$ cat src/sdramPkg.sv
package sdramPkg;

	// Data and address geometry of the 16-bit, 4-bank part
	localparam int DataWidth = 16;
	localparam int BeWidth = DataWidth / 8;
	localparam int BankWidth = 2;
	localparam int RowWidth = 12;
	localparam int ColWidth = 8;
	localparam int AddrWidth = BankWidth + RowWidth + ColWidth;

	typedef struct packed {
		logic [BankWidth-1:0] bank;
		logic [RowWidth-1:0] row;
		logic [ColWidth-1:0] col;
	} sdramAddrFields_s;

	// Same 22 bits, seen flat by the host and split by the sequencer
	typedef union packed {
		logic [AddrWidth-1:0] flat;
		sdramAddrFields_s f;
	} sdramAddr_u;

	// {csN, rasN, casN, weN}
	typedef enum logic [3:0] {
		ModeSet      = 4'b0000,
		Refresh      = 4'b0001,
		PrechargeAll = 4'b0010,
		Active       = 4'b0011,
		Write        = 4'b0100,
		Read         = 4'b0101,
		Nop          = 4'b1111
	} sdramCmd_e;

	// Fixed timing in clocks
	localparam int CasLatency = 3;
	localparam int TrcdCycles = 2;
	localparam int TrpCycles = 2;
	localparam int TrfcCycles = 5;

	localparam int InitRefreshes = 8;

	// A10 selects all banks on precharge, auto-precharge on read/write
	localparam int ApBit = 10;

	// CAS latency 3, sequential, burst length 1
	localparam logic [RowWidth-1:0] ModeRegValue = 12'h030;

endpackage

$ cat src/sdramReqIf.sv
`timescale 1ns/100ps

interface sdramReqIf import sdramPkg::*; ();

	logic valid; // Held until done
	logic write; // Low means read
	sdramAddr_u addr;
	logic [DataWidth-1:0] wrData;
	logic [BeWidth-1:0] byteEn;
	logic done; // One-cycle completion pulse
	logic [DataWidth-1:0] rdData; // Valid with done on reads

	// Avalon front stage
	modport reqSrc (
		output valid, write, addr, wrData, byteEn,
		input done, rdData
	);

	// Command sequencer
	modport reqSink (
		input valid, write, addr, wrData, byteEn,
		output done
	);

	// DQ data path
	modport dataSide (
		input wrData, byteEn,
		output rdData
	);

endinterface

$ cat src/avlSlaveStage.sv
`timescale 1ns/100ps

module avlSlaveStage import sdramPkg::*; (
	input logic sys_clk,
	input logic rstn,
	input logic [AddrWidth-1:0] address,
	input logic [BeWidth-1:0] byteEnable,
	input logic read,
	input logic write,
	input logic [DataWidth-1:0] writeData,
	output logic [DataWidth-1:0] readData,
	output logic waitRequest,
	sdramReqIf.reqSrc req
);

	logic take; // New command accepted this edge
	logic finish; // Transfer completes this cycle

	// Only sampled while no request is held, so the command the master
	// still presents in the done cycle is not taken a second time
	assign take = !req.valid && (read || write);
	assign finish = req.valid && req.done;

	always_ff @(posedge sys_clk or negedge rstn) begin
		if (!rstn) begin
			req.valid <= 1'b0;
		end else if (finish) begin
			req.valid <= 1'b0;
		end else if (take) begin
			req.valid <= 1'b1;
		end
	end

	always_ff @(posedge sys_clk) begin
		if (take) begin
			req.write <= write;
			req.addr.flat <= address;
			req.wrData <= writeData;
			req.byteEn <= byteEnable;
		end
	end

	// Master is held except in the single done cycle
	assign waitRequest = !finish;
	assign readData = req.rdData; // Captured word, valid with finish

endmodule

$ cat src/sdramSequencer.sv
`timescale 1ns/100ps

module sdramSequencer import sdramPkg::*; #(
	parameter int InitCycles = 10000,
	parameter int RefInterval = 390
) (
	input logic sys_clk,
	input logic rstn,
	sdramReqIf.reqSink req,
	output logic csN,
	output logic rasN,
	output logic casN,
	output logic weN,
	output logic [BankWidth-1:0] ba,
	output logic [RowWidth-1:0] sdAddr,
	output logic wrStrobe,
	output logic rdStrobe,
	input logic rdCaptured
);

	localparam int InitW = $clog2(InitCycles);
	localparam int RefW = $clog2(RefInterval + 1);
	localparam int WaitW = $clog2(TrfcCycles);
	localparam int InitRefW = $clog2(InitRefreshes + 1);

	typedef enum logic [3:0] {
		sInitWait,    // Power-up wait
		sPrecharge,
		sPreWait,
		sInitRef,
		sInitRefWait,
		sModeSet,
		sIdle,
		sRefresh,
		sRefWait,
		sActive,
		sTrcd,
		sWrite,
		sWrRecover,   // Write recovery plus auto-precharge
		sWrDone,
		sRead,
		sRdWait       // Until the data path captures
	} state_e;

	state_e state;
	sdramCmd_e cmd;

	logic [InitW-1:0] initCnt;
	logic [RefW-1:0] refCnt;
	logic [WaitW-1:0] waitCnt;
	logic [InitRefW-1:0] initRefCnt;
	logic waitDone;
	logic refDue;

	assign waitDone = (waitCnt == '0);
	assign refDue = (refCnt == RefW'(RefInterval));

	// Power-up wait
	always_ff @(posedge sys_clk or negedge rstn) begin
		if (!rstn)
			initCnt <= '0;
		else if (state == sInitWait)
			initCnt <= initCnt + 1'b1;
	end

	// Refresh interval, saturates until serviced
	always_ff @(posedge sys_clk or negedge rstn) begin
		if (!rstn)
			refCnt <= '0;
		else if (state == sRefresh || state == sModeSet)
			refCnt <= '0;
		else if (!refDue)
			refCnt <= refCnt + 1'b1;
	end

	always_ff @(posedge sys_clk or negedge rstn) begin
		if (!rstn) begin
			state <= sInitWait;
			waitCnt <= '0;
			initRefCnt <= '0;
		end else begin
			case (state)
				sInitWait:
					if (initCnt == InitW'(InitCycles - 1))
						state <= sPrecharge;
				sPrecharge: begin
					waitCnt <= WaitW'(TrpCycles - 1);
					state <= sPreWait;
				end
				sPreWait:
					if (waitDone)
						state <= sInitRef;
					else
						waitCnt <= waitCnt - 1'b1;
				sInitRef: begin
					initRefCnt <= initRefCnt + 1'b1;
					waitCnt <= WaitW'(TrfcCycles - 1);
					state <= sInitRefWait;
				end
				sInitRefWait:
					if (!waitDone)
						waitCnt <= waitCnt - 1'b1;
					else if (initRefCnt == InitRefW'(InitRefreshes))
						state <= sModeSet;
					else
						state <= sInitRef;
				sModeSet:
					state <= sIdle;
				sIdle:
					if (refDue) // Refresh beats a waiting request
						state <= sRefresh;
					else if (req.valid)
						state <= sActive;
				sRefresh: begin
					waitCnt <= WaitW'(TrfcCycles - 1);
					state <= sRefWait;
				end
				sRefWait:
					if (waitDone)
						state <= sIdle;
					else
						waitCnt <= waitCnt - 1'b1;
				sActive: begin
					waitCnt <= WaitW'(TrcdCycles - 2);
					state <= sTrcd;
				end
				sTrcd:
					if (!waitDone)
						waitCnt <= waitCnt - 1'b1;
					else if (req.write)
						state <= sWrite;
					else
						state <= sRead;
				sWrite: begin
					waitCnt <= WaitW'(TrpCycles - 1);
					state <= sWrRecover;
				end
				sWrRecover:
					if (waitDone)
						state <= sWrDone;
					else
						waitCnt <= waitCnt - 1'b1;
				sWrDone:
					state <= sIdle;
				sRead:
					state <= sRdWait;
				sRdWait:
					if (rdCaptured)
						state <= sIdle;
				default:
					state <= sIdle;
			endcase
		end
	end

	// Command, bank and address decode
	always_comb begin
		cmd = Nop;
		ba = '0;
		sdAddr = '0;
		case (state)
			sPrecharge: begin
				cmd = PrechargeAll;
				sdAddr[ApBit] = 1'b1; // All banks
			end
			sInitRef, sRefresh:
				cmd = Refresh;
			sModeSet: begin
				cmd = ModeSet;
				sdAddr = ModeRegValue;
			end
			sActive: begin
				cmd = Active;
				ba = req.addr.f.bank;
				sdAddr = req.addr.f.row;
			end
			sWrite, sRead: begin
				cmd = (state == sWrite) ? Write : Read;
				ba = req.addr.f.bank;
				sdAddr = {{(RowWidth - ColWidth){1'b0}}, req.addr.f.col};
				sdAddr[ApBit] = 1'b1; // Auto-precharge
			end
			default:
				cmd = Nop;
		endcase
	end

	assign {csN, rasN, casN, weN} = cmd;
	assign wrStrobe = (state == sWrite);
	assign rdStrobe = (state == sRead);
	assign req.done = (state == sWrDone) || (state == sRdWait && rdCaptured);

endmodule

$ cat src/sdramDataPath.sv
`timescale 1ns/100ps

module sdramDataPath import sdramPkg::*; (
	input logic sys_clk,
	input logic rstn,
	sdramReqIf.dataSide data,
	input logic wrStrobe,
	input logic rdStrobe,
	output logic [BeWidth-1:0] dqm,
	output logic [DataWidth-1:0] dqOut,
	output logic dqOe,
	input logic [DataWidth-1:0] dqIn,
	output logic rdCaptured
);

	// Read strobes in flight, one bit per clock since the Read command
	logic [CasLatency-2:0] rdPipe;
	logic capture;

	assign capture = rdPipe[CasLatency-2]; // Next edge is the CL-th

	// Write data only during the Write command cycle
	assign dqOut = data.wrData;
	assign dqOe = wrStrobe;

	assign dqm = ~data.byteEn; // Masks are active high

	always_ff @(posedge sys_clk or negedge rstn) begin
		if (!rstn) begin
			rdPipe <= '0;
			rdCaptured <= 1'b0;
		end else begin
			rdPipe <= {rdPipe[CasLatency-3:0], rdStrobe};
			rdCaptured <= capture;
		end
	end

	always_ff @(posedge sys_clk) begin
		if (capture)
			data.rdData <= dqIn;
	end

endmodule

$ cat src/sdramTop.sv
`timescale 1ns/100ps

module sdramTop import sdramPkg::*; #(
	parameter int InitCycles = 10000,
	parameter int RefInterval = 390
) (
	input logic sys_clk,
	input logic rstn,
	// Avalon-MM slave
	input logic [AddrWidth-1:0] address,
	input logic [BeWidth-1:0] byteEnable,
	input logic read,
	input logic write,
	input logic [DataWidth-1:0] writeData,
	output logic [DataWidth-1:0] readData,
	output logic waitRequest,
	// SDRAM
	output logic csN,
	output logic rasN,
	output logic casN,
	output logic weN,
	output logic [BankWidth-1:0] ba,
	output logic [RowWidth-1:0] sdAddr,
	output logic [BeWidth-1:0] dqm,
	output logic [DataWidth-1:0] dqOut,
	output logic dqOe,
	input logic [DataWidth-1:0] dqIn
);

	sdramReqIf reqBus ();

	logic wrStrobe;
	logic rdStrobe;
	logic rdCaptured;

	avlSlaveStage uAvl (
		.sys_clk     (sys_clk),
		.rstn        (rstn),
		.address     (address),
		.byteEnable  (byteEnable),
		.read        (read),
		.write       (write),
		.writeData   (writeData),
		.readData    (readData),
		.waitRequest (waitRequest),
		.req         (reqBus.reqSrc)
	);

	sdramSequencer #(
		.InitCycles  (InitCycles),
		.RefInterval (RefInterval)
	) uSeq (
		.sys_clk    (sys_clk),
		.rstn       (rstn),
		.req        (reqBus.reqSink),
		.csN        (csN),
		.rasN       (rasN),
		.casN       (casN),
		.weN        (weN),
		.ba         (ba),
		.sdAddr     (sdAddr),
		.wrStrobe   (wrStrobe),
		.rdStrobe   (rdStrobe),
		.rdCaptured (rdCaptured)
	);

	sdramDataPath uData (
		.sys_clk    (sys_clk),
		.rstn       (rstn),
		.data       (reqBus.dataSide),
		.wrStrobe   (wrStrobe),
		.rdStrobe   (rdStrobe),
		.dqm        (dqm),
		.dqOut      (dqOut),
		.dqOe       (dqOe),
		.dqIn       (dqIn),
		.rdCaptured (rdCaptured)
	);

endmodule

$ cat config.mk
export PLATFORM = sky130hd
export DESIGN_NAME = sdramTop
export DESIGN_NICKNAME = d
export VERILOG_FILES = /design/src/sdramPkg.sv /design/src/sdramReqIf.sv /design/src/avlSlaveStage.sv /design/src/sdramSequencer.sv /design/src/sdramDataPath.sv /design/src/sdramTop.sv
export SDC_FILE = /design/constraint.sdc
export NUM_CORES = 1
export LEC_CHECK = 0
export BUFFER_PORTS_ARGS = -buffer_cell sky130_fd_sc_hd__buf_2
export CAP_MARGIN = 20
export CELL_PAD_IN_SITES_DETAIL_PLACEMENT = 2
export CELL_PAD_IN_SITES_GLOBAL_PLACEMENT = 2
export CORE_MARGIN = 5
export CORE_UTILIZATION = 38
export CTS_BUF_LIST = sky130_fd_sc_hd__clkbuf_2
export DETAILED_ROUTE_END_ITERATION = 8
export GPL_ROUTABILITY_DRIVEN = 1
export PLACE_DENSITY_LB_ADDON = 0.15
export SLEW_MARGIN = 40
export SYNTH_ARGS = -nofsm -noshare
export SYNTH_HDL_FRONTEND = slang
export SYNTH_SLANG_ARGS = --single-unit
$ cat constraint.sdc
create_clock -name sys_clk -period 6 [get_ports sys_clk]
set_input_delay 1.8 -clock sys_clk [delete_from_list [all_inputs] [get_ports sys_clk]]
set_output_delay 1.8 -clock sys_clk [all_outputs]
set_load 0.03 [all_outputs]
== Word-level counts from Yosys, hierarchy flattened ==
Cells that the tools add are included.

* Bits of input ports: 60
* Word-level logic and storage cells: 91
* Output and inout port bits: 54
* Register bits after elaboration: 95

* Bitwise gates (word level): 1
* Equal/unequal tests: 28
* Reductions and logical operators: 21
* Mux-type cells: 24
* $add $sub $neg: 4

{| class="wikitable"
|+ Operators with widths
! kind !! number
|-
| one-hot mux 4 bit (15 select lines) || 1
|-
| == test 4 bit, second input constant || 9
|-
| two-way mux 4 bit || 9
|-
| one-hot mux 10 bit (3 select lines) || 1
|-
| one-hot mux 4 bit (5 select lines) || 1
|-
| two-way mux 9 bit || 2
|-
| == test 4 x 3 -> 1 bit, second input constant || 4
|-
| adder 14 x 1 -> 14 bit, second input constant || 1
|-
| == test 14 bit, second input constant || 1
|-
| != test 2 x 1 -> 1 bit, second input constant || 6
|-
| one-hot mux 3 bit (4 select lines) || 1
|-
| adder 9 x 1 -> 9 bit, second input constant || 1
|-
| == test 9 bit, second input constant || 1
|-
| two-way mux 3 bit || 3
|-
| == test 4 x 2 -> 1 bit, second input constant || 2
|-
| AND reduction 8 bit || 1
|-
| OR reduction 2 bit || 4
|-
| != test 2 bit, second input constant || 3
|-
| OR reduction 3 bit || 2
|-
| OR reduction 5 bit || 1
|-
| adder 4 x 1 -> 4 bit, second input constant || 1
|-
| == test 4 x 1 -> 1 bit, second input constant || 1
|-
| logical NOT 4 bit || 1
|-
| two-way mux 1 bit || 4
|-
| 12 further kinds || 17
|}

== Longest topological paths before layout ==
* Depth after elaboration: 5
* Depth in mapped cells: 6
* Depth with buffers taken out: 6

== Hierarchy ==
From an unflattened synthesis, not the netlist that was laid out.

* Cell total of the unflattened synthesis: 371
* Area total of the unflattened synthesis: 4,400.5 µm²

{| class="wikitable"
|+ Modules (own cells, without submodules)
! module !! instances !! cells an instance !! area an instance (µm²) !! sequential area each (µm²)
|-
| sdramSequencer || 1 || 271 || 2,313.5 || 850.8
|-
| avlSlaveStage || 1 || 62 || 1,396.3 || 1,256.2
|-
| sdramDataPath || 1 || 38 || 690.7 || 555.5
|}

== Worst setup path after synthesis ==
No wires, ideal clock.

* Path kind: input port to flip-flop
* Start point: input port write
* End point: register uAvl.req.addr[0], enable pin
* Arrival: 3.575 ns
* Required time: 5.560 ns
* Setup time: 0.440 ns
* Stages: 2
* Slack: 1.985 ns
* Path buffers: 0
* Cells stage by stage: nor2_1 -> nor2_1

* Word-level cells in the longest chain between the ends: 2

{| class="wikitable"
|+ Ends and longest elaborated chain
! what !! line !! source
|-
| from (decl) || sdramTop.sv:13 || <nowiki>input logic write,</nowiki>
|-
| logical OR 1 bit || avlSlaveStage.sv:21 || <nowiki>assign take = !req.valid && (read || write);</nowiki>
|-
| logical AND 1 bit || avlSlaveStage.sv:21 ||
|-
| via uAvl.take || avlSlaveStage.sv:16 || <nowiki>logic take;</nowiki>
|-
| to (decl) || sdramReqIf.sv:15 || <nowiki>output valid, write, addr, wrData, byteEn,</nowiki>
|}

The timed path passes the listed nets, and every way through them passes these cells.
A chain may end at the register's enable or synchronous reset.

== Final worst setup path ==
* Start point: register uSeq.state[2]
* End point: output port sdAddr[4]

* Word-level cells in the longest chain between the ends: 3
* Elaborated cells between the ends (all ways): 6
* Classes of those cells: eq/ne: 4; mux: 1; reduce/logical: 1

{| class="wikitable"
|+ Ends and longest elaborated chain
! what !! line !! source
|-
| from (decl) || sdramSequencer.sv:45 || <nowiki>state_e state;</nowiki>
|-
| from (signal assigned) || sdramSequencer.sv:78 || <nowiki>state <= sInitWait;</nowiki>
|-
| from (signal assigned) || sdramSequencer.sv:85 || <nowiki>state <= sPrecharge;</nowiki>
|-
| from (signal assigned) || sdramSequencer.sv:88 || <nowiki>state <= sPreWait;</nowiki>
|-
| == test 4 bit || sdramSequencer.sv:161 || <nowiki>case (state)</nowiki>
|-
| OR reduction 2 bit || - ||
|-
| one-hot mux 10 bit (3 select lines) (*) || sdramSequencer.sv:161 ||
|-
| to (decl) || sdramTop.sv:23 || <nowiki>output logic [RowWidth-1:0] sdAddr,</nowiki>
|}

Every way passes the cells marked *; elsewhere a longest branch is shown, timed or not.

==> impl_metrics.json <==
{
  "yosys_warnings": 0,
  "synth_common_cells": "edfxtp_1 (57), dfrtp_1 (38), nor2_1 (35)",
  "routed_wl_mm": 11.68,
  "path_cells": "inv_1 > nor2_1 > a21oi_1 > o22ai_1 > buf_2",
  "rows": 38,
  "place_congestion": 0.8157,
  "cap_violations": 0,
  "synthCells": 335,
  "synthArstFlopShare": 0.4000,
  "syn_to_final_growth_pct": 20.76,
  "post_cts.repair.setup_buffers": 0,
  "hold_viol_final": 0,
  "finalMaxSlewViolations": 0,
  "r2r_setup_slack_ns": 3.85,
  "max_slew_margin": 0.5057,
  "ys_seq_area_frac": 0.6441,
  "place.port_buffers": 113,
  "gr-total-overflow": 0,
  "grt_pass1_wl_mm": 18.79,
  "arrival_ns": 2.76,
  "path_max_fanout": 23,
  "grt_max_degree": 39,
  "avgViaCountPerCell": 5.231,
  "nFillCells": 1145,
  "setup-tns-final_ns": 0,
  "ios": 114,
  "path_buf_inv": 2,
  "hold_path.class": "reg2reg",
  "cp.depth": 5,
  "syn-cell-area_um2": 4134,
  "place_ws_ns": 2.082,
  "track_usage": 0.1871,
  "rsz0062_at_grt": "no",
  "drt_pass1_iterations": 4,
  "route.met3.wl_um": 714,
  "path_clk_slew_ns": 0.26,
  "dr_wl_met2_mm": 6.277,
  "synth_edf_count": 57,
  "worstPathRequired_ns": 4.20,
  "synth_top_area_frac": 0.4140,
  "die_h_um": 114.3,
  "clock-sinks": 95,
  "num_vias": 3123,
  "top_layer": "met4",
  "synth_nets": 402,
  "leakagePower_nw": 2.015,
  "synthMostInstantiatedCell": "edfxtp_1",
  "ant_nets": 0,
  "synth_area_per_cell_um2": 12.34,
  "wl_per_cell_um": 19.57,
  "outcome": "complete, no violations",
  "synthDistinctLibCells": 50,
  "yosys.area.top_type": "edfxtp_1",
  "die_w_um": 114.3,
  "timing.fmax_mhz": 219.5,
  "die_area_um2": 13060,
  "worst-slew-pin-transition_ns": 0.7415,
  "vdd_drop_max_v": 0.0001238,
  "ff2ff_path_depth": 4,
  "end_kind": "primary output",
  "start_util": 0.3847,
  "worstSetupPathType": "reg2out",
  "critical_path.endpoint": "sdAddr[4]",
  "clockBufferDepth": 2,
  "synth_flop_cell": "edfxtp_1",
  "fin_skew_ns": 0.02877,
  "period_needed_ns": 4.556,
  "cp_slowest_cell": "dfrtp_1",
  "ys_ff_latch": 95,
  "layout_setup_ws_ns": 1.444,
  "core_area_um2": 10750,
  "start_kind": "flop",
  "cts_max_level": 3,
  "rr_startpoint": "uSeq.state[2]",
  "synth_area_leaders": "edfxtp_1 (41%), dfrtp_1 (23%), nor2_1 (3.2%)",
  "final_nets": 518,
  "grt_pass1_vias": 3570,
  "grt_antenna_before_repair": 1,
  "drive_gt1_frac": 0.3070,
  "post_cts_resize_count": 0,
  "min_period_over_period": 0.7594,
  "hold_buffers": 0,
  "r2r_end": "uSeq.state[2]",
  "wl_met1_mm": 4.430,
  "p_per_area_nw_per_um2": 206.0,
  "first_iter_violations": 122,
  "cts_made_buffers": 9,
  "clk_latency_ns": 0.56,
  "hpwl_mm": 8.895,
  "cts_tree": "yes",
  "root_buffer": "clkbuf_2",
  "setup_violations": 0,
  "drc": 0,
  "power_mw": 1.029,
  "startpoint": "uSeq.state[2]",
  "path_delay_family": "flip-flops",
  "max_stage_delay_ns": 0.89
}
[metrics by stage]
step	hold WS (ns)	utilization	cells	instance area [µm²]
floorplan	0.3312	-	335	4134
global placement	0.3390	0.4500	578	4836
detailed placement	0.3388	0.4542	580	4881
CTS	0.3956	0.4643	596	4989
global route	0.4064	0.4646	597	4992
finish	0.3930	0.4646	597	4992
[how the worst min path moves through the flow]
stage	start	endpoint	depth (start not counted)
3_3_place_gp	uData.rdPipe[0]	uData.rdPipe[1]	0
5_1_grt	uData.rdPipe[0]	uData.rdPipe[1]	0
3_5_place_dp	uData.rdPipe[0]	uData.rdPipe[1]	0
6_report	uData.rdPipe[0]	uData.rdPipe[1]	0
4_1_cts	uData.rdPipe[0]	uData.rdPipe[1]	0
2_1_floorplan	uData.rdPipe[0]	uData.rdPipe[1]	0
[cell families after synthesis]
| family | after synthesis | synth area share |
|---|---|---|
| AOI/OAI and AO/OA | 59 | 0.08929 |
| xor gates and xnor gates | 22 | 0.04661 |
| adders and majority gates | 7 | 0.02119 |
| buffers and inverters | 26 | 0.02663 |
| DFF | 95 | 0.6441 |
| muxes | 9 | 0.02210 |
| and+or+nand+nor | 117 | 0.1501 |
[sequential cells by signal (all words and copies together) (netlist names)]
name,flops
uAvl.req.valid,1
uData.data.rdData,16
uSeq.state,4
uSeq.initCnt,14
uData.rdPipe,2
uSeq.refCnt,9
uData.rdCaptured,1
uAvl.req.byteEn,2
uSeq.waitCnt,3
uAvl.req.addr,22
uSeq.initRefCnt,4
uAvl.req.write,1
uAvl.req.wrData,16
[placed cells by master, fill, tap and decap left out, types with 10 or more instances in the layout]
cell	count
a21oi_1	17
buf_2	112
dfrtp_1	37
edfxtp_1	57
inv_1	15
nand2_1	22
nand3_1	10
nor2_1	34
o21ai_0	13
xnor2_1	15
[final cells by class]
type	instances	area, µm²	share of cell area
antenna	1	2.502	0.0005013
inverter	15	56.30	0.01128
tap	140	175.2	0.03509
multi-input combinational	214	1369	0.2742
clock buffer	9	45.04	0.009023
sequential	95	2664	0.5336
clock inverter	7	62.56	0.01253
timing repair buffer	116	618.1	0.1238
[layer usage]
layer	up-vias	GRT usage
li1	1446	-
met1	1580	0.2065
met2	81	0.3407
met3	16	0.05233
met4	0	0.07047
met5	-	0
[where the power goes]
group / leakage [nW] / internal [mW] / switching, mW
combinational: 0.939 / 0.0135 / 0.0112
sequential: 1.01 / 0.694 / 0
clock: 0.0694 / 0.0932 / 0.216
total: 2.02 / 0.801 / 0.227
Power figures use the tool's default switching activity.
